`src/rtl/bubl_pkg.sv`:
```
//////////////////////////////////////////////////
// Bubble Bobble memory map only. Bounds are inclusive
//////////////////////////////////////////////////
`default_nettype none

package bubl_pkg;

    localparam int cpu_addr_w      = 16;
    localparam int byte_w          = 8;
    localparam int main_rom_aw     = 18;
    localparam int sub_rom_aw      = 15;
    localparam int work_aw_default = 13;  // 8kB shared work RAM

    localparam logic [3:0]        bank_base = 4'd2;    // First banked ROM page
    localparam logic [2:0]        bank_flip = 3'b100;  // Top bank bit is inverted
    localparam logic [byte_w-1:0] open_bus  = 8'hFF;

    // Main CPU map
    localparam logic [cpu_addr_w-1:0] rom_hi  = 16'hBFFF;
    localparam logic [cpu_addr_w-1:0] bank_lo = 16'h8000;  // Banked window up to rom_hi
    localparam logic [cpu_addr_w-1:0] vram_lo = 16'hC000;
    localparam logic [cpu_addr_w-1:0] vram_hi = 16'hDFFF;
    localparam logic [cpu_addr_w-1:0] work_lo = 16'hE000;
    localparam logic [cpu_addr_w-1:0] work_hi = 16'hF7FF;
    localparam logic [cpu_addr_w-1:0] pal_lo  = 16'hF800;
    localparam logic [cpu_addr_w-1:0] pal_hi  = 16'hF9FF;
    localparam logic [cpu_addr_w-1:0] snd_lo  = 16'hFA00;
    localparam logic [cpu_addr_w-1:0] snd_hi  = 16'hFA7F;
    localparam logic [cpu_addr_w-1:0] misc_lo = 16'hFB40;  // Write only
    localparam logic [cpu_addr_w-1:0] misc_hi = 16'hFB7F;

    // Sub CPU map
    localparam logic [cpu_addr_w-1:0] sub_rom_hi  = 16'h7FFF;
    localparam logic [cpu_addr_w-1:0] sub_work_lo = 16'hE000;  // Up to FFFF

    typedef enum logic [2:0] {
        REG_NONE,
        REG_ROM,
        REG_VRAM,
        REG_WORK,
        REG_PAL,
        REG_SOUND,
        REG_MISC
    } main_region_e;

endpackage

`default_nettype wire

```
`src/rtl/work_ram_arbiter.sv`:
```
//////////////////////////////////////////////////
// Busy levels only; the CPUs must hold their bus
//////////////////////////////////////////////////
`timescale 1ns/1ps
`default_nettype none

module work_ram_arbiter #(
    parameter int WORK_AW = bubl_pkg::work_aw_default
) (
    input  logic                            clk24,
    input  logic                            rst,
    input  bubl_pkg::main_region_e          main_region,
    input  logic                            main_wr_n,
    input  logic [bubl_pkg::cpu_addr_w-1:0] sub_addr,
    input  logic                            sub_mreq_n,
    input  logic                            sub_wr_n,
    input  logic                            sub_rst_n,
    output logic                            main_we,
    output logic                            sub_we,
    output logic                            sub_work_sel,
    output logic                            sub_rom_cs,
    output logic                            main_busy,
    output logic                            sub_busy
);
    import bubl_pkg::*;

    logic main_sel;
    logic main_owns;
    logic sub_owns;

    // Sub CPU decode
    assign sub_rom_cs   = !sub_mreq_n && sub_addr <= sub_rom_hi;
    assign sub_work_sel = !sub_mreq_n &&
        sub_addr[cpu_addr_w-1:WORK_AW] == sub_work_lo[cpu_addr_w-1:WORK_AW];

    assign main_sel = main_region == REG_WORK;

    //////////////////////////////////////////////////
    // Ownership flags

    always_ff @(posedge clk24 or posedge rst) begin
        if (rst)
            main_owns <= 1'b0;
        else
            main_owns <= main_sel;  // Main always wins on the next clock
    end

    always_ff @(posedge clk24 or posedge rst) begin
        if (rst) begin
            sub_owns <= 1'b0;
        end else if (!sub_rst_n || !sub_work_sel) begin
            sub_owns <= 1'b0;
        end else if (!main_sel) begin
            sub_owns <= 1'b1;  // Only grabbed while main is away
        end
    end

    assign main_we   = main_owns && !main_wr_n;
    assign sub_we    = sub_work_sel && !sub_wr_n;
    assign main_busy = sub_owns && main_sel;
    assign sub_busy  = main_owns && sub_work_sel;

    // Main writes only land in a cycle that followed a WORK select
    a_main_we_owned: assert property (@(posedge clk24) disable iff (rst)
        main_we |-> main_owns && $past(main_region == REG_WORK));

endmodule

`default_nettype wire

```
`config.mk`:
```
export PLATFORM = sky130hd
export DESIGN_NAME = work_ram_arbiter
export DESIGN_NICKNAME = d
export VERILOG_FILES = /design/src/rtl/bubl_pkg.sv /design/src/rtl/work_ram_arbiter.sv
export SDC_FILE = /design/constraint.sdc
export NUM_CORES = 1
export LEC_CHECK = 0
export BUFFER_PORTS_ARGS = -buffer_cell sky130_fd_sc_hd__buf_2
export CORE_AREA = 2 2 39 41
export DETAILED_ROUTE_END_ITERATION = 6
export DIE_AREA = 0 0 41 43
export PLACE_DENSITY_LB_ADDON = 0.3
export SLEW_MARGIN = 20
export SYNTH_ARGS = -nofsm -noshare
export SYNTH_HDL_FRONTEND = slang
export SYNTH_SLANG_ARGS = --single-unit
```
`constraint.sdc`:
```
create_clock -name clk24 -period 2.9 [get_ports clk24]
set_clock_uncertainty 0.15 [all_clocks]
set_input_delay 0.435 -clock clk24 [delete_from_list [all_inputs] [get_ports clk24]]
set_output_delay 0.435 -clock clk24 [all_outputs]
set_load 0.01 [all_outputs]
```
-- Word-level counts from Yosys, hierarchy flattened
Cells that the tools add are included.
- word-level logic and storage cells: 20
- bits of input ports: 25
- output and inout port bits: 6
- register bits: 2
- mux-type cells: 2
- reductions and logical operators: 12
- equal/unequal tests: 3
- order comparisons: 1
- operator list (kind ; count):
    $le 16x15->1 const B ; 1
    $logic_and 1x1->1 ; 6
    $logic_not 1->1 ; 5
    $eq 3x2->1 const B ; 1
    $eq 3x3->1 const B ; 1
    $mux 1 ; 2
    $ne 2x1->1 const B ; 1
    $logic_or 1x1->1 ; 1

-- Logic depth before layout (Yosys ltp)
- depth after elaboration: 5
- gate-level depth with buffers: 2
- gate-level depth less buffers: 2

-- Worst setup path after synthesis
Ideal clock, no wire load.
- path kind: in2out
- start point: input sub_mreq_n
- end point: output sub_we
- slack: 1.340 ns
- arrival: 0.975 ns
- buffers on the path: 0
- data required time: 2.315 ns
- stages: 2
- cell sequence: and4b_2 -> nor2b_1
- longest elaborated chain between the ends: 3
- RTL lines (item ; RTL line ; source):
    start, declared ; work_ram_arbiter.sv:15 ; input logic sub_mreq_n,
    $logic_not 1->1 ; work_ram_arbiter.sv:33 ; assign sub_work_sel = !sub_mreq_n &&
    $logic_and 1x1->1 ; work_ram_arbiter.sv:33 ;
    $logic_and 1x1->1 ; work_ram_arbiter.sv:59 ; assign sub_we = sub_work_sel && !sub_wr_n;
    end, declared ; work_ram_arbiter.sv:19 ; output logic sub_we,
No other way between the ends.

-- Worst setup path in the final report
Ends and elaborated chain as after synthesis.

==> impl_results.md <==
* Status: finished, final reports clean
* Critical path's slowest cell: and4b_2
* Worst path max stage delay at 300 ps
* DRT Pass-1 Iters at 2
* Worst Path Max Fanout at 4
* Slew headroom at 89.9%
* Antenna-violating nets left at 0
* DR WL/cell at 8.59 um
* IR Drop Worst-Case VDD at 0.000107 V
* Top cells by area, synth: dfrtp_1, nor2b_1, and4b_2
* Hpwl dp at 345 um
* Via count at 160
* Leakage at 0.000150 uW
* Core Util, Final at 18.1%
* Num Clock Sinks at 2
* Max cap viols at 0
* Residual DRC at 0
* FMAX at 0.598 GHz
* Site Rows at 14
* Syn Inst Count at 12
* Clock tree buffer depth at 2
* I/O pin cnt at 31
* Fraction of registers with async set/reset at 100%
* Syn Nets at 37
* Area leader, netlist: dfrtp_1
* GRT Util Overall at 5.94%
* Share of layout cells above drive strength 1 at 63.6%
* Hold path start: main_region[2]
* Library cells used by synthesis at 9
* Worst-Margin Slew at 152 ps
* Register area share after synthesis at 44.4%
* RSZ-0062 raised after global routing: false
* Worst Setup End Kind: primary output
* Worst R2R End: sub_owns
* DIE HEIGHT at 43 um
* Final worst path period need at 1670 ps
* Most Frequent Cell on Critical Path: buf_2
* CTS tree: yes
* Synth cell count leaders: dfrtp_1, nor2_1, nor2b_1
* Diodes inserted at 0
* CP Launch Type: primary input
* Setup-failing EPs final at 0
* Final Wtd Congestion at 0.659
* Post-CTS Setup Bufs at 0
* Crit path kind: in2out
* Post-synth top area share at 44.4%
* PwrDens at 428 nW/um2
* Die X at 41 um
* Vias/cell at 3.27
* Post-Route WL at 421 um
* Initial DRC Count at 1
* Setup_tns at 0 ps
* Worst-path cell chain: buf_2, and4b_2, nor2b_1, buf_2
* Crit path buffers/inverters at 2
* R2r worst-path depth at 1
* Clk slew on worst S/H paths at 30 ps
* Post-cts sizing count at 0
* Slew Limit Fails at 0
* CTS H-tree depth at 1
* Crit path DAT at 1090 ps
* Mapped Area at 113 um2
* Worst skew pair latency at 230 ps
* Pin count of the biggest net entering global routing at 5
* WP depth at 4
* Vias in the first global route at 151
* CP top delay family: simple AND/OR/NAND/NOR gates
* Worst Hold Class: in2reg
* Register bit total from synthesis at 2
* Initial core utilization at 8.14%
* Core area at 1380 um2
* Area delta synth->final at 122%
* Nets at 60
* Hold path depth at 2
* CTS Buf Count at 3
* Buffers added on ports at 17
* First-pass GRT wire length at 552 um
* Grt total ovfl at 0
* Tcrit/Tclk final at 57.7%
* Initial antenna violation count at 0
* Final Hold Vio Count at 0
* Flop-to-flop setup slack at 1930 ps
* Ys flop type: dfrtp_1
* Hold worst-path end: main_owns
* Die area at 1760 um2
* WP data required at 2320 ps
* Root buffer selected by CTS: clkbuf_4
* Syn_area_per_cell at 9.38 um2
* Yosys warning count at 0
* Reg-to-Reg Start: sub_owns
* Post-synth EDFFs at 0
==> kinds of logic after synthesis <==
logic type	count (synthesis)	synth area share, %
simple gates	8	43.3
buf+inv	1	3.33
flops	2	44.4
compound gates	1	8.89
==> area by class of cell <==
class / instances / area (um2)
inverter: 1 / 3.75
clock buffer: 3 / 22.5
timing repair buffer: 18 / 95.1
fill: 162 / 1130
multi-input combinational: 9 / 58.8
tap: 16 / 20.0
sequential: 2 / 50.0
==> what timing repair did <==
action / 4_1_cts / 5_1_grt
hold endpoints to repair: 2 / 0
setup endpoints to repair: 0 / 0
hold buffers: 1 / 0
==> cells in the final DEF, fill, tap and decap left out <==
cell / synthesis / routed
buf_2: 0 / 17
clkbuf_4: 0 / 3
nor2b_1: 2 / 2
nor2_1: 2 / 2
dfrtp_1: 2 / 2
nand2_1: 1 / 1
and4b_2: 1 / 1
o311a_1: 1 / 1
nor3b_1: 1 / 1
and2_1: 1 / 1
inv_1: 1 / 1
dlygate4sd3_1: 0 / 1
==> routing by layer <==
metal / vias up / part of all wire, % / routed length (um) / global-route usage, %
met2: 20 / 22 / 92 / 4.69
met1: 53 / 48 / 200 / 6.47
met4: 0 / 3.6 / 15 / 10.0
met5: - / 0 / 0 / 0
li1: 85 / - / - / -
met3: 2 / 27 / 113 / 4.71
==> report_power, final <==
group	switching (uW)	total, uW	internal [uW]
Sequential	0.264	29.1	28.9
Combinational	6.17	14.9	8.77
Clock	17.3	63.1	45.8
==> registers in the layout (all words and copies together), names as in the netlist <==
name,cells
sub_owns,1
main_owns,1
==> worst max path at each step <==
stage                    start  endpoint  slack (ps)
floorplan           sub_mreq_n    sub_we        1340
global placement    sub_mreq_n    sub_we        1210
detailed placement  sub_mreq_n    sub_we        1220
CTS                 sub_mreq_n    sub_we        1220
global route        sub_mreq_n    sub_we        1180
finish              sub_mreq_n    sub_we        1230
==> stage by stage <==
step	setup slack, ps	instances	hold slack [ps]	cell area, um2	power (uW)
floorplan	1340	12	26.2	113	33.5
global placement	1210	45	136	218	43.6
detailed placement	1220	45	135	218	43.4
CTS	1220	49	234	250	112
global route	1180	49	256	250	113
finish	1230	49	240	250	107
No activity file was read; power rests on OpenSTA's default activity.
