<file path="config.mk">
export PLATFORM = sky130hd
export DESIGN_NAME = main_io_regs
export DESIGN_NICKNAME = d
export VERILOG_FILES = /design/src/rtl/bubl_pkg.sv /design/src/rtl/main_io_regs.sv
export SDC_FILE = /design/constraint.sdc
export NUM_CORES = 1
export LEC_CHECK = 0
export ABC_AREA = 0
export BUFFER_PORTS_ARGS = -buffer_cell sky130_fd_sc_hd__buf_2
export CORE_MARGIN = 1.5
export CORE_UTILIZATION = 46
export DETAILED_ROUTE_END_ITERATION = 10
export GPL_TIMING_DRIVEN = 0
export PLACE_DENSITY = 0.8
export SETUP_SLACK_MARGIN = 0.02
export SLEW_MARGIN = 20
export SYNTH_ARGS = -nofsm -noshare
export SYNTH_HDL_FRONTEND = slang
export SYNTH_SLANG_ARGS = --single-unit
</file>
<file path="constraint.sdc">
create_clock -name clk24 -period 2.2 [get_ports clk24]
set_clock_uncertainty 0.2 [all_clocks]
set_input_delay 0.22 -clock clk24 [delete_from_list [all_inputs] [get_ports clk24]]
set_output_delay 0.22 -clock clk24 [all_outputs]
set_load 0.01 [all_outputs]
</file>
<file path="src/rtl/bubl_pkg.sv">
//////////////////////////////////////////////////
// Bubble Bobble memory map only. Bounds are inclusive
//////////////////////////////////////////////////
`default_nettype none

package bubl_pkg;

    localparam int cpu_addr_w      = 16;
    localparam int byte_w          = 8;
    localparam int main_rom_aw     = 18;
    localparam int sub_rom_aw      = 15;
    localparam int work_aw_default = 13;  // 8kB shared work RAM

    localparam logic [3:0]        bank_base = 4'd2;    // First banked ROM page
    localparam logic [2:0]        bank_flip = 3'b100;  // Top bank bit is inverted
    localparam logic [byte_w-1:0] open_bus  = 8'hFF;

    // Main CPU map
    localparam logic [cpu_addr_w-1:0] rom_hi  = 16'hBFFF;
    localparam logic [cpu_addr_w-1:0] bank_lo = 16'h8000;  // Banked window up to rom_hi
    localparam logic [cpu_addr_w-1:0] vram_lo = 16'hC000;
    localparam logic [cpu_addr_w-1:0] vram_hi = 16'hDFFF;
    localparam logic [cpu_addr_w-1:0] work_lo = 16'hE000;
    localparam logic [cpu_addr_w-1:0] work_hi = 16'hF7FF;
    localparam logic [cpu_addr_w-1:0] pal_lo  = 16'hF800;
    localparam logic [cpu_addr_w-1:0] pal_hi  = 16'hF9FF;
    localparam logic [cpu_addr_w-1:0] snd_lo  = 16'hFA00;
    localparam logic [cpu_addr_w-1:0] snd_hi  = 16'hFA7F;
    localparam logic [cpu_addr_w-1:0] misc_lo = 16'hFB40;  // Write only
    localparam logic [cpu_addr_w-1:0] misc_hi = 16'hFB7F;

    // Sub CPU map
    localparam logic [cpu_addr_w-1:0] sub_rom_hi  = 16'h7FFF;
    localparam logic [cpu_addr_w-1:0] sub_work_lo = 16'hE000;  // Up to FFFF

    typedef enum logic [2:0] {
        REG_NONE,
        REG_ROM,
        REG_VRAM,
        REG_WORK,
        REG_PAL,
        REG_SOUND,
        REG_MISC
    } main_region_e;

endpackage

`default_nettype wire

</file>
<file path="src/rtl/main_io_regs.sv">
//////////////////////////////////////////////////
// Control bits and sound CPU link. No clock enables
//////////////////////////////////////////////////
`timescale 1ns/1ps
`default_nettype none

module main_io_regs (
    input  logic                        clk24,
    input  logic                        rst,
    input  bubl_pkg::main_region_e      main_region,
    input  logic [1:0]                  main_addr,
    input  logic                        main_wr_n,
    input  logic                        main_rd_n,
    input  logic [bubl_pkg::byte_w-1:0] main_dout,
    input  logic                        main_stb,
    output logic [2:0]                  bank,
    output logic                        black_n,
    output logic                        flip,
    output logic                        sub_rst_n,
    output logic [bubl_pkg::byte_w-1:0] snd_latch,
    output logic                        snd_stb,
    output logic                        snd_rstn,
    output logic                        main_flag
);
    import bubl_pkg::*;

    logic snd_wr;
    logic snd_rd;
    logic last_stb;

    assign snd_wr = main_region == REG_SOUND && !main_wr_n;
    assign snd_rd = main_region == REG_SOUND && !main_rd_n;

    //////////////////////////////////////////////////
    // Misc control register, FB40-FB7F

    always_ff @(posedge clk24 or posedge rst) begin
        if (rst) begin
            bank      <= 3'd0;
            black_n   <= 1'b0;  // Screen blanked
            flip      <= 1'b0;
            sub_rst_n <= 1'b0;  // Sub CPU held in reset
        end else if (main_region == REG_MISC) begin
            bank      <= main_dout[2:0] ^ bank_flip;
            black_n   <= main_dout[6];
            sub_rst_n <= main_dout[4];
            flip      <= main_dout[7];
        end
    end

    // Sound CPU latch and reset
    always_ff @(posedge clk24 or posedge rst) begin
        if (rst) begin
            snd_latch <= '0;
            snd_rstn  <= 1'b1;  // Sound CPU runs from power up
            snd_stb   <= 1'b0;
        end else begin
            snd_stb <= snd_wr && main_addr == 2'd0;  // Lasts the whole write
            if (snd_wr) begin
                case (main_addr)
                    2'd0: snd_latch <= main_dout;
                    2'd3: snd_rstn  <= ~main_dout[0];
                    default: ;
                endcase
            end
        end
    end

    // Flag raised by the sound CPU strobe, cleared by reading it
    always_ff @(posedge clk24 or posedge rst) begin
        if (rst) begin
            last_stb  <= 1'b0;
            main_flag <= 1'b0;
        end else begin
            last_stb <= main_stb;
            if (snd_rd)
                main_flag <= 1'b0;
            else if (main_stb && !last_stb)
                main_flag <= 1'b1;
        end
    end

    a_stb_after_write: assert property (@(posedge clk24) disable iff (rst)
        $rose(snd_stb) |-> $past(snd_wr && main_addr == 2'd0));

endmodule

`default_nettype wire

</file>
======== Yosys cells after proc, flatten, opt, wreduce, memory -nomap -nowiden ========
Cells that the tools add are included.
storage, ports and cells
  bits in registers ....................... 18
  logic and storage cells ................. 27
  bits of input ports ..................... 18
operators by class
  reductions and logical operators ........ 11
  muxes and demuxes ....................... 2
  eq/ne operators ......................... 3
  bitwise operators ....................... 2
operators by type and width
  cell                                        count
  equality test 3 bit, second input constant  2
  logical AND 1 bit                           4
  AND reduction 2 bit                         2
  logical NOT 1 bit                           3
  equality test 2 bit, second input constant  1
  logical NOT 2 bit                           1
  two-way mux 1 bit                           2
  NOT 1 bit                                   2
  nonzero test 2 bit                          1

======== Logic depth before layout (Yosys ltp) ========
  depth after elaboration ................. 4
  mapped depth ............................ 4
  gate-level depth less buffers ........... 3

======== Worst setup path after synthesis ========
OpenSTA, ideal clock, no wires.
  kind .................................... input to register
  from .................................... input port main_wr_n
  to ...................................... register snd_latch[0] (netlist name)
  buffers on the path ..................... 1
  cell stages on the path ................. 4
  library setup time ...................... 125 ps
  data arrival time ....................... 1180 ps
  setup slack ............................. 695 ps
  cells stage by stage .................... nand4bb_1 -> or3_1 -> buf_6 -> mux2_4
on the way
  cells in the longest elaborated chain, start to end .. 3
RTL lines
  element                        line                source
  from (decl)                    main_io_regs.sv:12  input logic main_wr_n,
  logical NOT 1 bit              main_io_regs.sv:31  assign snd_wr = main_region == REG_SOUND && !main_wr_n;
  logical AND 1 bit              main_io_regs.sv:31
  AND reduction 2 bit (no line)  --
  to (signal assigned)           main_io_regs.sv:61  2'd0: snd_latch <= main_dout;
  to (decl)                      main_io_regs.sv:20  output logic [bubl_pkg::byte_w-1:0] snd_latch,
Every way passes these cells.
A chain may end at the register's enable or synchronous reset.

======== Final worst setup path ========
  from .................................... input port main_rd_n
  to ...................................... register main_flag
on the way
  cells in the longest elaborated chain, start to end .. 3
  elaborated cells on any way between the ends .. 4
  classes of those cells .................. mux (1); reduce/logical (3)
RTL lines
  element                                                         line                source
  from (decl)                                                     main_io_regs.sv:13  input logic main_rd_n,
  logical NOT 1 bit (*)                                           main_io_regs.sv:32  assign snd_rd = main_region == REG_SOUND && !main_rd_n;
  logical AND 1 bit (*)                                           main_io_regs.sv:32
  two-way mux 1 bit / nonzero test 2 bit (equally long branches)  --
  to (signal assigned)                                            main_io_regs.sv:73  main_flag <= 1'b0;
  to (signal assigned)                                            main_io_regs.sv:77  main_flag <= 1'b0;
  to (signal assigned)                                            main_io_regs.sv:79  main_flag <= 1'b1;
  to (decl)                                                       main_io_regs.sv:23  output logic main_flag
Every way passes the cells marked *; elsewhere a longest branch is shown, timed or not.

==> key figures <==
Outcome
  • Status: complete, no violations

Detailed routing
  • Highest metal used: met3
  • DR pass1 iterations: 1
  • WL/cell: 12.64 µm
  • Met2 WL: 772 µm
  • DRC: 0
  • Vias/cell: 4.699
  • Wl on met1: 597 µm
  • Final wirelength: 1428 µm
  • Vias post-DR: 531
  • Detail Route Antenna Nets: 0
  • Drt initial violations: 0
  • Met3 routed WL: 58 µm

Finish
  • Commonest non-fill, non-tap cell in the layout: buf_2
  • Post-route cell area: 1076 µm²
  • Diode count: 0
  • Fillers: 109
  • Syn-to-layout area delta: 49.56%
  • Fin util: 72.27%
  • Nets@finish: 116
  • Most frequent cells in the layout: 34 x buf_2, 17 x dfrtp_1, 13 x dlygate4sd3_1, 8 x mux2_4, 5 x mux2_2
  • Share of post-route cells with drive strength above 1: 54.64%

Yosys
  • Seq cells post-synth: 18
  • Cell variety after synth: 15
  • Area leader, netlist: dfrtp_1
  • Mapped Area: 719.4 µm²
  • Syn Nets: 64
  • Cells after Synth: 46
  • Synth top area share: 59.13%
  • Mean Syn Cell Area: 15.64 µm²
  • Synth warn: 0
  • Register area share after synthesis: 62.78%
  • Ranking of synthesized cells by area: dfrtp_1 59%, mux2_4 17%, mux2_2 7.8%

Place
  • Cell area after placement: 909.6 µm²
  • DP Wirelength: 927.5 µm
  • Placer Congestion: 0.6429
  • Pre-CTS setup slack: 0.5250 ns
  • PortBufs: 34

GRT
  • Initial antenna violation count: 0
  • GRT Util Overall: 18.44%
  • First-pass GRT wire length: 2408 µm
  • Congestion Overflow GR: 0
  • Largest net degree at the start of global routing: 19
  • Number of global-route vias before repair: 553

Floorplanning
  • Ports: 35
  • Die H: 42.55 µm
  • Initial Util: 48.32%
  • Chip Width: 42.55 µm
  • Core area: 1489 µm²
  • Placement row count: 14
  • Die area: 1810 µm²

Timing
  • Pins Over Slew Limit: 0
  • Top achievable clock speed: 542.2 MHz
  • Final worst slack: 0.3558 ns
  • Final Hold Viols: 0
  • Setup TNS: 0 ns
  • Slew Limit Headroom: 57.32%
  • Final period util: 83.83%
  • Final setup fails: 0
  • Worst-Margin Slew: 0.6394 ns
  • RSZ-0062 raised after global routing: no
  • Fin crit period: 1.844 ns

Setup path
  • CP Max Fanout: 1
  • Crit Path Class: in2reg
  • Startpoint Class: input port
  • Worst endpoint data arrival time: 1.82 ns
  • R2R Path End: snd_rstn$_DFFE_PP1P_
  • Endpoint class of the critical path: flop
  • FF-to-FF path depth: 3
  • Worst r2r src: snd_rstn$_DFFE_PP1P_
  • Worst Setup SP: main_rd_n
  • Reg2reg setup slack: 0.65 ns
  • CP required: 2.18 ns

Power
  • Seq pwr share: 50.8%
  • Clk pwr share: 24.3%
  • Pwr dens: 759.3 nW/µm²
  • Switching power: 0.0002073 W
  • Leak: 0.5859 nW
  • Internal power contribution: 0.0006098 W
  • Combinational power share: 25.0%
  • Sw frac: 25.37%
  • Power Total: 0.0008170 W
  • Max VDD drop: 571.4 µV

Hold path
  • Hold WC Path Type: in2reg
  • Hold Path Origin: main_addr[1]
  • Hold depth: 4
  • Hold Path Sink: snd_stb$_DFF_PP0_

Clock tree
  • Postcts setup bufs: 0
  • CTS H-tree depth: 1
  • Later-pin clock latency in the skew report: 0.28 ns
  • Clock transition at path regs: 0.10 ns
  • CTS Hold Buffers Added: 13
  • Cts repair resizes: 0
  • Root buffer cell: clkbuf_4
  • CTS sink count: 18
  • Longest Clk Path Bufs: 2
  • CTS tree: yes
  • CTS buffer count: 3

Flow run
  • Max_cap viols: 0
registers in the layout, indices dropped and copies added, names as in the netlist:
signal     count
snd_rstn       1
main_flag      1
snd_latch      8
snd_stb        1
flip           1
bank           3
black_n        1
last_stb       1
sub_rst_n      1
routing by layer:
| metal | GRT usage, % | up-vias |
|---|---|---|
| met5 | 0 | - |
| met4 | 5.625 | 0 |
| met3 | 5.603 | 0 |
| met2 | 32.00 | 16 |
| met1 | 21.75 | 253 |
| li1 | - | 262 |
cell usage after synthesis:
master / instances
nor2_1: 1
nand3b_1: 1
buf_6: 1
inv_1: 3
nand2_1: 2
mux2_2: 5
dfrtp_1: 17
dfstp_2: 1
a21oi_1: 1
nor4bb_1: 1
nand4bb_1: 1
o21ai_0: 2
mux2_4: 8
o31ai_1: 1
or3_1: 1
logic make-up (layout without fill, tap and decap cells):
group                  Yosys count  after routing  synth area share (%)
AND/OR/NAND/NOR                  7              7                 6.436
AO/OA/AOI/OAI                    4              4                 3.130
flip-flops                      18             18                 62.78
buffers and inverters            4             55                 3.130
multiplexers                    13             13                 24.52
area by class of cell:
type | count | area, µm² | area share [%]
sequential | 18 | 451.7 | 41.98
timing repair buffer | 47 | 300.3 | 27.91
multi-input combinational | 24 | 245.2 | 22.79
clock buffer | 4 | 36.28 | 3.372
tap | 16 | 20.02 | 1.860
buffer | 1 | 11.26 | 1.047
inverter | 3 | 11.26 | 1.047
per-stage QoR:
stage / hold WS, ns / instances
6_report: 0.1666 / 113
3_3_place_gp: 0.1300 / 96
2_1_floorplan: -0.04216 / 46
4_1_cts: 0.1581 / 113
5_1_grt: 0.1613 / 113
3_5_place_dp: 0.1396 / 96
power groups by stage:
stage          combinational (W)  clock, W  sequential [W]
3_5_place_dp            0.000184         0        0.000420
6_report                0.000204  0.000198        0.000415
2_1_floorplan          0.0000739         0        0.000448
4_1_cts                 0.000205  0.000205        0.000415
5_1_grt                 0.000223  0.000218        0.000421
3_3_place_gp            0.000180         0        0.000419
worst max path at each step:
stage	to	slack, ns	cells past startpoint
2_1_floorplan	snd_latch[0]$_DFFE_PP0P_	0.69	4
4_1_cts	main_flag$_DFFE_PP0P_	0.49	5
3_5_place_dp	snd_latch[3]$_DFFE_PP0P_	0.52	5
3_3_place_gp	snd_latch[0]$_DFFE_PP0P_	0.54	5
6_report	main_flag$_DFFE_PP0P_	0.36	5
5_1_grt	main_flag$_DFFE_PP0P_	0.31	5
worst max-delay path: stages:
cell	delay, ns
dlygate4sd3_1	0.53
buf_2	0.12
nor4bb_1	0.30
dlygate4sd3_1	0.61
nor2_1	0.04
Note: power is estimated with default switching activity, not from simulation.
