<file path="src/rtl/bubl_pkg.sv">
//////////////////////////////////////////////////
// Bubble Bobble memory map only. Bounds are inclusive
//////////////////////////////////////////////////
`default_nettype none

package bubl_pkg;

    localparam int cpu_addr_w      = 16;
    localparam int byte_w          = 8;
    localparam int main_rom_aw     = 18;
    localparam int sub_rom_aw      = 15;
    localparam int work_aw_default = 13;  // 8kB shared work RAM

    localparam logic [3:0]        bank_base = 4'd2;    // First banked ROM page
    localparam logic [2:0]        bank_flip = 3'b100;  // Top bank bit is inverted
    localparam logic [byte_w-1:0] open_bus  = 8'hFF;

    // Main CPU map
    localparam logic [cpu_addr_w-1:0] rom_hi  = 16'hBFFF;
    localparam logic [cpu_addr_w-1:0] bank_lo = 16'h8000;  // Banked window up to rom_hi
    localparam logic [cpu_addr_w-1:0] vram_lo = 16'hC000;
    localparam logic [cpu_addr_w-1:0] vram_hi = 16'hDFFF;
    localparam logic [cpu_addr_w-1:0] work_lo = 16'hE000;
    localparam logic [cpu_addr_w-1:0] work_hi = 16'hF7FF;
    localparam logic [cpu_addr_w-1:0] pal_lo  = 16'hF800;
    localparam logic [cpu_addr_w-1:0] pal_hi  = 16'hF9FF;
    localparam logic [cpu_addr_w-1:0] snd_lo  = 16'hFA00;
    localparam logic [cpu_addr_w-1:0] snd_hi  = 16'hFA7F;
    localparam logic [cpu_addr_w-1:0] misc_lo = 16'hFB40;  // Write only
    localparam logic [cpu_addr_w-1:0] misc_hi = 16'hFB7F;

    // Sub CPU map
    localparam logic [cpu_addr_w-1:0] sub_rom_hi  = 16'h7FFF;
    localparam logic [cpu_addr_w-1:0] sub_work_lo = 16'hE000;  // Up to FFFF

    typedef enum logic [2:0] {
        REG_NONE,
        REG_ROM,
        REG_VRAM,
        REG_WORK,
        REG_PAL,
        REG_SOUND,
        REG_MISC
    } main_region_e;

endpackage

`default_nettype wire

</file>
<file path="src/rtl/bus_read_mux.sv">
//////////////////////////////////////////////////
// Read data lands one clock after the source byte
//////////////////////////////////////////////////
`timescale 1ns/1ps
`default_nettype none

module bus_read_mux (
    input  logic                        clk24,
    input  bubl_pkg::main_region_e      main_region,
    input  logic                        main_addr0,
    input  logic [bubl_pkg::byte_w-1:0] main_rom_data,
    input  logic [bubl_pkg::byte_w-1:0] vram_dout,
    input  logic [bubl_pkg::byte_w-1:0] pal_dout,
    input  logic [bubl_pkg::byte_w-1:0] work_q0,
    input  logic [bubl_pkg::byte_w-1:0] main_latch,
    input  logic                        main_flag,
    input  logic                        snd_flag,
    input  logic                        sub_rom_cs,
    input  logic                        sub_work_sel,
    input  logic [bubl_pkg::byte_w-1:0] sub_rom_data,
    input  logic [bubl_pkg::byte_w-1:0] work_q1,
    output logic [bubl_pkg::byte_w-1:0] main_din,
    output logic [bubl_pkg::byte_w-1:0] sub_din
);
    import bubl_pkg::*;

    logic [byte_w-1:0] snd_status;

    assign snd_status = {6'h3f, main_flag, snd_flag};

    always_ff @(posedge clk24) begin
        case (main_region)
            REG_ROM:   main_din <= main_rom_data;
            REG_VRAM:  main_din <= vram_dout;
            REG_PAL:   main_din <= pal_dout;
            REG_WORK:  main_din <= work_q0;
            REG_SOUND: main_din <= main_addr0 ? snd_status : main_latch;
            default:   main_din <= open_bus;  // MISC reads included
        endcase
    end

    always_ff @(posedge clk24) begin
        if (sub_rom_cs)
            sub_din <= sub_rom_data;
        else if (sub_work_sel)
            sub_din <= work_q1;
        else
            sub_din <= open_bus;
    end

endmodule

`default_nettype wire

</file>
<file path="config.mk">
export PLATFORM = sky130hd
export DESIGN_NAME = bus_read_mux
export DESIGN_NICKNAME = d
export VERILOG_FILES = /design/src/rtl/bubl_pkg.sv /design/src/rtl/bus_read_mux.sv
export SDC_FILE = /design/constraint.sdc
export NUM_CORES = 1
export LEC_CHECK = 0
export BUFFER_PORTS_ARGS = -buffer_cell sky130_fd_sc_hd__buf_2
export CORE_ASPECT_RATIO = 0.8
export CORE_MARGIN = 2
export CORE_UTILIZATION = 35
export DETAILED_ROUTE_END_ITERATION = 8
export PLACE_DENSITY = 0.78
export SLEW_MARGIN = 40
export SYNTH_ARGS = -nofsm -noshare
export SYNTH_HDL_FRONTEND = slang
export SYNTH_SLANG_ARGS = --single-unit
export TNS_END_PERCENT = 20
</file>
<file path="constraint.sdc">
create_clock -name clk24 -period 1 [get_ports clk24]
set_input_delay 0.1 -clock clk24 [delete_from_list [all_inputs] [get_ports clk24]]
set_output_delay 0.1 -clock clk24 [all_outputs]
set_load 0.03 [all_outputs]
</file>
**After elaboration in Yosys (flattened, before gate mapping)**

Cells that the tools add are included.

- Equal/unequal tests: 5
- Mux-type cells: 4

Operators with widths:

| cell | count |
|---|---|
| $pmux W8 S5 | 1 |
| $mux W8 | 3 |
| $eq A3 B2 Y1 const B | 2 |
| $eq A3 B3 Y1 const B | 2 |
| $eq A3 B1 Y1 const B | 1 |

- Bits in registers: 16
- Output and inout port bits: 16

**Longest topological paths before layout**

Gate-level depths: netlist (run 1).

- Depth in word-level cells: 2
- Gate-level depth with buffers: 4
- Mapped depth without buffers: 3

**Least setup slack after synthesis (run 1)**

OpenSTA, ideal clock, no wires.

- Path type: in2reg
- Start point: in main_region[2]
- End point: reg main_din[2] (netlist bit)
- Setup time: 0.124 ns
- Arrival: 0.720 ns
- Path slack: 0.156 ns
- Stages: 4
- Cell sequence: buf_4 or2b_4 o32ai_1 o22ai_1

- Longest elaborated chain between the ends: 2
- Elaborated cells between the ends (all ways): 6
- Classes of those cells: 5 x eq/ne; 1 x mux

Ends and longest elaborated chain:

| element | line | source |
|---|---|---|
| start, declared | bus_read_mux.sv:9 | `input bubl_pkg::main_region_e main_region,` |
| $eq A3 B3 Y1, or another cell as far along | bus_read_mux.sv:32 | `case (main_region)` |
| $pmux W8 S5 (*) | bus_read_mux.sv:32 |  |
| end signal, assigned | bus_read_mux.sv:33 | `REG_ROM: main_din <= main_rom_data;` |
| end signal, assigned | bus_read_mux.sv:34 | `REG_VRAM: main_din <= vram_dout;` |
| end signal, assigned | bus_read_mux.sv:35 | `REG_PAL: main_din <= pal_dout;` |
| end, declared | bus_read_mux.sv:22 | `output logic [bubl_pkg::byte_w-1:0] main_din,` |

Mark *: on every way between the ends. The rest lies on a longest branch, timed or not.

**Final worst setup path (run 1)**

- Start point: reg main_din[0] (netlist bit)
- End point: out main_din[0] (netlist bit)

No word-level cell between the ends.

==> results.md, run 1 <==
* Synthesis-stage register bit count at 16
* Fin area at around 1300 um^2
* Final setup violation count at 0
* Hold Crit Class: input port to flop
* Gpl congestion at 0.818
* Relative slew margins at 81.8%
* Worst path cell trace: buf_2
* Vias in the first global route at approximately 1000
* First-pass GRT wire length at 4.33 mm
* Worst Path Buf+Inv at 1
* Core Box Area at 2210 um^2
* Power Density at 1190 nW/um^2
* Dpl cell area at between 1000 and 1500 um^2
* Crit-path max FO at 1
* DIE WIDTH at roughly 60 um
* I/O Buffers at 80
* Fmax at 1130 MHz
* Global router's overall resource usage at 20.6%
* Type of origin of the critical path: flop
* # IOs at 81
* Cell variety after synth at 20
* Vias at ~1000
* PostCTS Resize Cnt at 0
* Post-CTS setup buffer count at 0
* CTS Sinks at 16
* Worst EP arrival at 0.78 ns
* Num CTS Buffers at 3
* Layout cell share with drive strength beyond 1 at 51.9%
* Via/cell ratio at 5.02
* Setup crit end: main_din[0]
* HP Start: sub_rom_data[6]
* Area grow syn2layout at 55.4%
* Clock Path Buffers at 2
* Maximum vdd drop at 0.709 mV
* RSZ-0062 raised after global routing: no
* YS warnings at 0
* Crit path required time at 0.90 ns
* Post-cts hold buffer count at 0
* ANT nets after route at 0
* Starting density of the core at 37.7%
* Max-slew violation total from the final report at 0
* Stages on worst setup path at 1
* Seq/Total Area, Yosys at a little under two fifths
* Final hold vios at 0
* Syn avg cell area at 8.44 um^2
* Clk slew on worst S/H paths at 0.09 ns
* WL/cell at 13.3 um
* Cell count after synthesis at 99
* CP Class: flop to primary output
* Max-Cap Viols at 0
* Final Power at 1550 uW
* Critical-path top delay cell: dfxtp_1
* Outcome: finished with violations
* CP Capture Type: primary output
* Mapped cell area at 836 um^2
* Die height at 47.7 um
* Max H-tree Level at 1
* Root Buffer: clkbuf_4
* Grt ovf at 0
* Leakage at 0.000682 uW
* Mapped Nets at between 150 and 200
* Total wire length at 2.78 mm
* 1st-pass router iterations at 9
* Violated checks: DRC
* CP max stage delay at 0.31 ns
* # rows at 15
* Slew @ Worst Pin at 0.273 ns
* N_diodes at 0
* TritonCTS clock tree: built
* Initial antenna violation count at 0
* Largest net degree at the start of global routing at 18
* DR DRC count at 3
* Post-DP HPWL at 2.37 mm
* Iteration-0 DRC Markers at 39
* Crit path time final at 0.884 ns
* Nets at 250
* DIE AREA at between 2000 and 3000 um^2
* Worst Setup SP: main_din[0]
* Kind of cell adding the most delay to the critical path: flip-flops
* Final period util at a little under 90%
==> layer usage <==
metal  routed length [um]  vias up  track usage [%]  part of all wire (%)
met5                    0        -                0                     0
met4                   38        0             8.64                   1.4
met3                  227        4             5.14                   8.2
met2                 1400       49             36.4                    50
met1                 1110      466             24.5                    40
li1                     -      525                -                     -
==> placed cells by master, fill, tap and decap left out, drive strengths merged <==
cell type and count:
a211o 3, a211oi 1, a21o 1, a21oi 15, a221oi 1, buf 87, clkbuf 3, dfxtp 16
inv 10, mux2i 2, nand2b 8, nor2 11, nor3b 1, o21ai 2, o22ai 10, o32ai 7
or2b 5
==> through the flow <==
step / hold WS, ns / worst slack (ns) / util, % / setup TNS [ns] / instances
final: 0.0464 / 0.116 / 58.6 / 0 / 208
after global placement: 0.335 / 0.0315 / 57.6 / 0 / 205
after global routing: 0.0410 / 0.0567 / 58.6 / 0 / 208
after CTS: 0.0343 / 0.0983 / 58.6 / 0 / 208
after floorplan: 0.229 / 0.156 / - / 0 / 99
after detailed placement: 0.345 / -0.0255 / 57.6 / -0.0319 / 205
==> worst min-delay path by stage <==
stage          cells past startpoint  slack [ns]    endpoint
2_1_floorplan                      2        0.23  sub_din[6]
3_3_place_gp                       3        0.34  sub_din[1]
3_5_place_dp                       3        0.34  sub_din[6]
4_1_cts                            3        0.03  sub_din[6]
5_1_grt                            3        0.04  sub_din[5]
6_report                           3        0.05  sub_din[6]
==> flip-flops by register name, summed over array words and instances, names as in the netlist <==
name      flops
main_din      8
sub_din       8
==> power by group <==
group | internal, uW | switching (uW) | total [uW]
logic | 224 | 293 | 517
clock network | 139 | 186 | 325
registers | 695 | 10.6 | 705
==> final cells by class <==
class	count	area [um^2]
Clock buffer	3	22.5
Fill cell	221	916
Inverter	10	37.5
Multi-Input combinational cell	67	434
Sequential cell	16	320
Tap cell	25	31.3
Timing Repair Buffer	87	453
==> cells by family after synthesis <==
family	share of synthesized area [%]
flip-flops	38.3
multiplexers	2.40
AO/OA/AOI/OAI	32.5
buffers and inverters	9.73
AND/OR/NAND/NOR	17.1
==> Yosys cell counts, drive strengths merged <==
cell type / instances / area share (%)
a211o: 3 / 3.1
a211oi: 1 / 1.5
a21o: 1 / 1.0
a21oi: 15 / 9.0
a221oi: 1 / 1.8
buf: 6 / 5.2
dfxtp: 16 / 38
inv: 10 / 4.5
mux2i: 2 / 2.4
nand2b: 8 / 6.3
nor2: 11 / 4.9
nor3b: 1 / 0.90
o21ai: 2 / 1.2
o22ai: 10 / 7.5
o32ai: 7 / 7.3
or2b: 5 / 4.9
==> worst min-delay path: cells and delay by family <==
| family | cells | cell delay (ns) |
|---|---|---|
| buf+inv | 2 | 0.14 |
| compound gates | 1 | 0.05 |
No activity file was read; power rests on OpenSTA's default activity.
==> inputs of run 2 (changes only) <==
--- a/config.mk
+++ b/config.mk
@@ -5,7 +5,7 @@
 export SDC_FILE = /design/constraint.sdc
 export NUM_CORES = 1
 export LEC_CHECK = 0
-export BUFFER_PORTS_ARGS = -buffer_cell sky130_fd_sc_hd__buf_2
+export BUFFER_PORTS_ARGS = -buffer_cell sky130_fd_sc_hd__clkbuf_2
 export CORE_ASPECT_RATIO = 0.8
 export CORE_MARGIN = 2
 export CORE_UTILIZATION = 35
==> constraint.sdc (replaced) <==
create_clock -name clk24 -period 0.9 [get_ports clk24]
set_input_delay 0.09 -clock clk24 [delete_from_list [all_inputs] [get_ports clk24]]
set_output_delay 0.09 -clock clk24 [all_outputs]
set_load 0.03 [all_outputs]
==> run 2 against run 1 <==
The flow still finishes with violations (DRC). Hold slack got worse by 0.028 ns. Cell count is 0.96% higher. Combinational power is 17% higher. Wire length decreased by 1.3%. Global-route usage shrank 1.4 points. Count of clock-buffer cells in the layout unchanged. Die area unchanged. Sequential power is 12% higher. Setup slack worse by 0.088 ns. Critical path depth is the same. First-iteration DRC count fell by 21%. Total power grew 14%. Largest power group unchanged.
==> results.md, run 2 (synthesized netlist as in run 1, its figures left out) <==
* Max-Cap Viols at 0
* Vias at 1056
* First-pass GRT wire length at between 4 and 5 mm
* Num CTS Buffers at 3
* Global router's overall resource usage at 19.1%
* Die height at 47.7 um
* Final Power at 1760 uW
* PostCTS Resize Cnt at 5
* Max-slew violation total from the final report at 0
* Placed cell count at around 210
* Vias in the first global route at 993
* Nets at approximately 250
* Largest net degree at the start of global routing at 21
* Fmax at roughly 1100 MHz
* Clk slew on worst S/H paths at 0.09 ns
* CTS Sinks at 16
* Dpl ws at -0.189 ns
* CP Class: flop to primary output
* Commonest non-fill, non-tap cell in the layout: clkbuf_2
* CP Capture Type: primary output
* Post-DP HPWL at around 2.3 mm
* DIE AREA at 2800 um^2
* Worst Path Buf+Inv at 1
* DIE WIDTH at 58.6 um
* Crit path required time at about 0.81 ns
* Slew @ Worst Pin at 0.374 ns
* Worst EP arrival at 0.78 ns
* Layout cell share with drive strength beyond 1 at 52.4%
* Outcome: finished with violations
* 1st-pass router iterations at 6
* ANT nets after route at 0
* Type of origin of the critical path: flop
* Total wire length at between 2 and 3 mm
* Biggest regs: main_din: 8 flops, sub_din: 8 flops
* RSZ-0062 raised after global routing: yes
* Max H-tree Level at 1
* Commonest non-fill, non-tap cells in the layout: clkbuf_2 (64), dfxtp_1 (16), a21oi_1 (15), buf_4 (14), nor2_1 (11)
* Final Core Density at 61.0%
* WL/cell at 13.0 um
* Iteration-0 DRC Markers at 31
* Root Buffer: clkbuf_4
* Leakage at 0.000721 uW
* Crit path time final at 0.872 ns
* Grt ovf at 0
* Final hold vios at 0
* Gpl congestion at 0.862
* Crit-path max FO at 1
* Initial antenna violation count at 0
* Final period util at 96.9%
* Post-CTS setup buffer count at 0
* Final setup violation count at 0
* Worst path cell trace: buf_2
* Violated checks: DRC
* Critical-path top delay cell: dfxtp_1
* Clock Path Buffers at 2
* Hold Crit Class: input port to flop
* I/O Buffers at 80
* Final WS setup at 0.0283 ns
* Core Box Area at 2210 um^2
* DR DRC count at 3
* Maximum vdd drop at approximately 0.69 mV
* Via/cell ratio at 5.03
* Final Instance Count excl. Fillers at 210
* # rows at 15
* Relative slew margins at 75.1%
* # IOs at 81
* Area grow syn2layout at 61.5%
* Kind of cell adding the most delay to the critical path: flip-flops
* Fillers at 190
* CP max stage delay at ~0.32 ns
* N_diodes at 0
* Setup TNS at 0 ns
* Post-cts hold buffer count at 0
* Power Density at 1300 nW/um^2
* Starting density of the core at 37.7%
* TritonCTS clock tree: built
## run 2: per-stage QoR
stage	instance area, um^2	hold slack [ns]
finish	1350	0.0183
CTS	1330	0.00603
detailed placement	1290	0.314
global placement	1290	0.312
floorplan	836	0.219
global route	1350	0.0152
## run 2: final cells by class
type	instances	area (um^2)	area share [%]
timing repair buffer	89	504	37.3
multi-input combinational	67	434	32.2
sequential	16	320	23.7
inverter	10	37.5	2.78
tap	25	31.3	2.32
clock buffer	3	22.5	1.67
## run 2: final timing paths
path,start,to,slack [ns],cells past startpoint
max,sub_din[4],sub_din[4],0.03,1
min,sub_rom_data[1],sub_din[1],0.02,3
## run 2: report_power, final
part / internal (uW) / switching [uW] / total [uW]
registers: 772 / 15.4 / 788
clock network: 155 / 213 / 369
logic: 282 / 322 / 604
## run 2: metal layers
layer  routed length [um]  share of wire (%)  track usage [%]  vias up
li1                     -                  -                -      532
met1                 1110                 40             22.2      481
met2                 1430                 52             35.1       41
met3                  183                6.7             4.05        2
met4                   19               0.69             8.64        0
met5                    0                  0                0        -
==> inputs of run 3 (changes only) <==
==> constraint.sdc (replaced) <==
create_clock -name clk24 -period 0.99 [get_ports clk24]
set_input_delay 0.099 -clock clk24 [delete_from_list [all_inputs] [get_ports clk24]]
set_output_delay 0.099 -clock clk24 [all_outputs]
set_load 0.03 [all_outputs]
==> run 3 against run 2 <==
The flow still finishes with violations (DRC). Count of clock-buffer cells in the layout is the same. Total power shrank 10%. Sequential share of layout area increased by 0.66 points. Setup slack gained 0.053 ns. Combinational power shrank 13%.
==> results.md, run 3 (synthesized netlist as in run 1, its figures left out) <==
* Hold slack at 0.0258 ns
* Maximum vdd drop at 0.875 mV
* CP Capture Type: primary output
* Max-Cap Viols at 0
* Clock Path Buffers at 2
* CP Class: flop to primary output
* Grt ovf at 0
* First-pass GRT wire length at 4.14 mm
* Gpl congestion at a little under 0.9
* Initial antenna violation count at 0
* # IOs at 81
* Area grow syn2layout at 57.2%
* DIE AREA at 2800 um^2
* # rows at 15
* 1st-pass router iterations at 6
* Total wire length at 2.74 mm
* Root Buffer: clkbuf_4
* N_diodes at 0
* Hold Crit Class: input port to flop
* Final setup violation count at 0
* Worst Setup SP: main_din[4]
* Post-cts hold buffer count at 0
* Critical-path top delay cell: dfxtp_1
* Global router's overall resource usage at 19.8%
* Leakage at between 0.0007 and 0.0008 uW
* Max H-tree Level at 1
* Multi-input logic area at 434 um^2
* Core Box Area at around 2200 um^2
* Final Core Density at 59.3%
* Slew @ Worst Pin at 0.398 ns
* Commonest non-fill, non-tap cell in the layout: clkbuf_2
* Sequential Area at 320 um^2
* Fillers at 220
* Power Density at 1200 nW/um^2
* Iteration-0 DRC Markers at 27
* Worst Path Buf+Inv at 1
* Max-slew violation total from the final report at 0
* Worst EP arrival at 0.81 ns
* ANT nets after route at 0
* Fmax at 1100 MHz
* Nets at 252
* PostCTS Resize Cnt at 0
* Worst path cell trace: clkbuf_2
* Layout cell share with drive strength beyond 1 at 52.4%
* DR DRC count at 3
* Vias in the first global route at 1013
* I/O Buffers at 80
* Post-DP HPWL at 2.35 mm
* Violated checks: DRC
* Crit path required time at 0.89 ns
* RSZ-0062 raised after global routing: no
* Kind of cell adding the most delay to the critical path: flip-flops
* Final hold vios at 0
* Clk slew on worst S/H paths at 0.09 ns
* Die height at 47.7 um
* Type of origin of the critical path: flop
* Post-CTS setup buffer count at 0
* Starting density of the core at 37.7%
* WL/cell at 13.0 um
* Setup crit end: main_din[4]
* Crit path time final at slightly above 0.9 ns
* Vias at roughly 1100
* CP max stage delay at 0.33 ns
* CTS Sinks at 16
* Largest net degree at the start of global routing at 21
* DIE WIDTH at 58.6 um
* Crit-path max FO at 1
* Via/cell ratio at 5.01
* Final period util at 91.8%
* TritonCTS clock tree: built
* Biggest regs: main_din: 8 flops, sub_din: 8 flops
* Relative slew margins at 73.5%
* Commonest non-fill, non-tap cells in the layout: clkbuf_2 (80), dfxtp_1 (16), a21oi_1 (15), nor2_1 (11)
* Stages on worst setup path at 1
* Num CTS Buffers at 3
* Outcome: finished with violations
run 3: final cells by class:
| type | count | share of cell area (%) |
|---|---|---|
| repair buffers | 89 | 35.6 |
| multi-input cells | 67 | 33.0 |
| inverters | 10 | 2.86 |
| flip-flops and latches | 16 | 24.4 |
| clock buffers | 3 | 1.71 |
| well taps | 25 | 2.38 |
run 3: how the worst min path moves through the flow:
stage          slack [ns]  cells after the start            start         end
5_1_grt              0.01                      3  sub_rom_data[1]  sub_din[1]
3_3_place_gp         0.32                      3  sub_rom_data[4]  sub_din[4]
2_1_floorplan        0.23                      2  sub_rom_data[6]  sub_din[6]
3_5_place_dp         0.33                      3  sub_rom_data[3]  sub_din[3]
6_report             0.03                      3  sub_rom_data[6]  sub_din[6]
4_1_cts              0.02                      3  sub_rom_data[6]  sub_din[6]
run 3: per-stage QoR:
| stage | power [uW] | setup WS [ns] | std cells | setup TNS [ns] | instance area [um^2] |
|---|---|---|---|---|---|
| after floorplan | 1020 | 0.147 | 99 | 0 | 836 |
| after global placement | 1240 | -0.0452 | 207 | -0.262 | 1290 |
| after detailed placement | 1260 | -0.126 | 207 | -0.744 | 1290 |
| after CTS | 1590 | 0.0712 | 210 | 0 | 1310 |
| after global routing | 1680 | 0.0137 | 210 | 0 | 1310 |
| final | 1580 | 0.0813 | 210 | 0 | 1310 |
run 3: where the power goes:
| group | leakage [uW] | switching (uW) | internal (uW) |
|---|---|---|---|
| Sequential | 0.000135 | 13.6 | 702 |
| Clock | 0.0000138 | 195 | 141 |
| Combinational | 0.000565 | 294 | 230 |
run 3: layer usage:
layer	vias to the layer above	part of all wire, %	track usage [%]
li1	531	-	-
met1	474	42	22.3
met2	41	50	35.5
met3	6	5.7	4.86
met4	0	2.1	10.9
met5	-	0	0
run 3: tightest hold or removal path: stages:
cell	delay [ns]
clkbuf_2	0.08
inv_1	0.04
a21oi_1	0.05
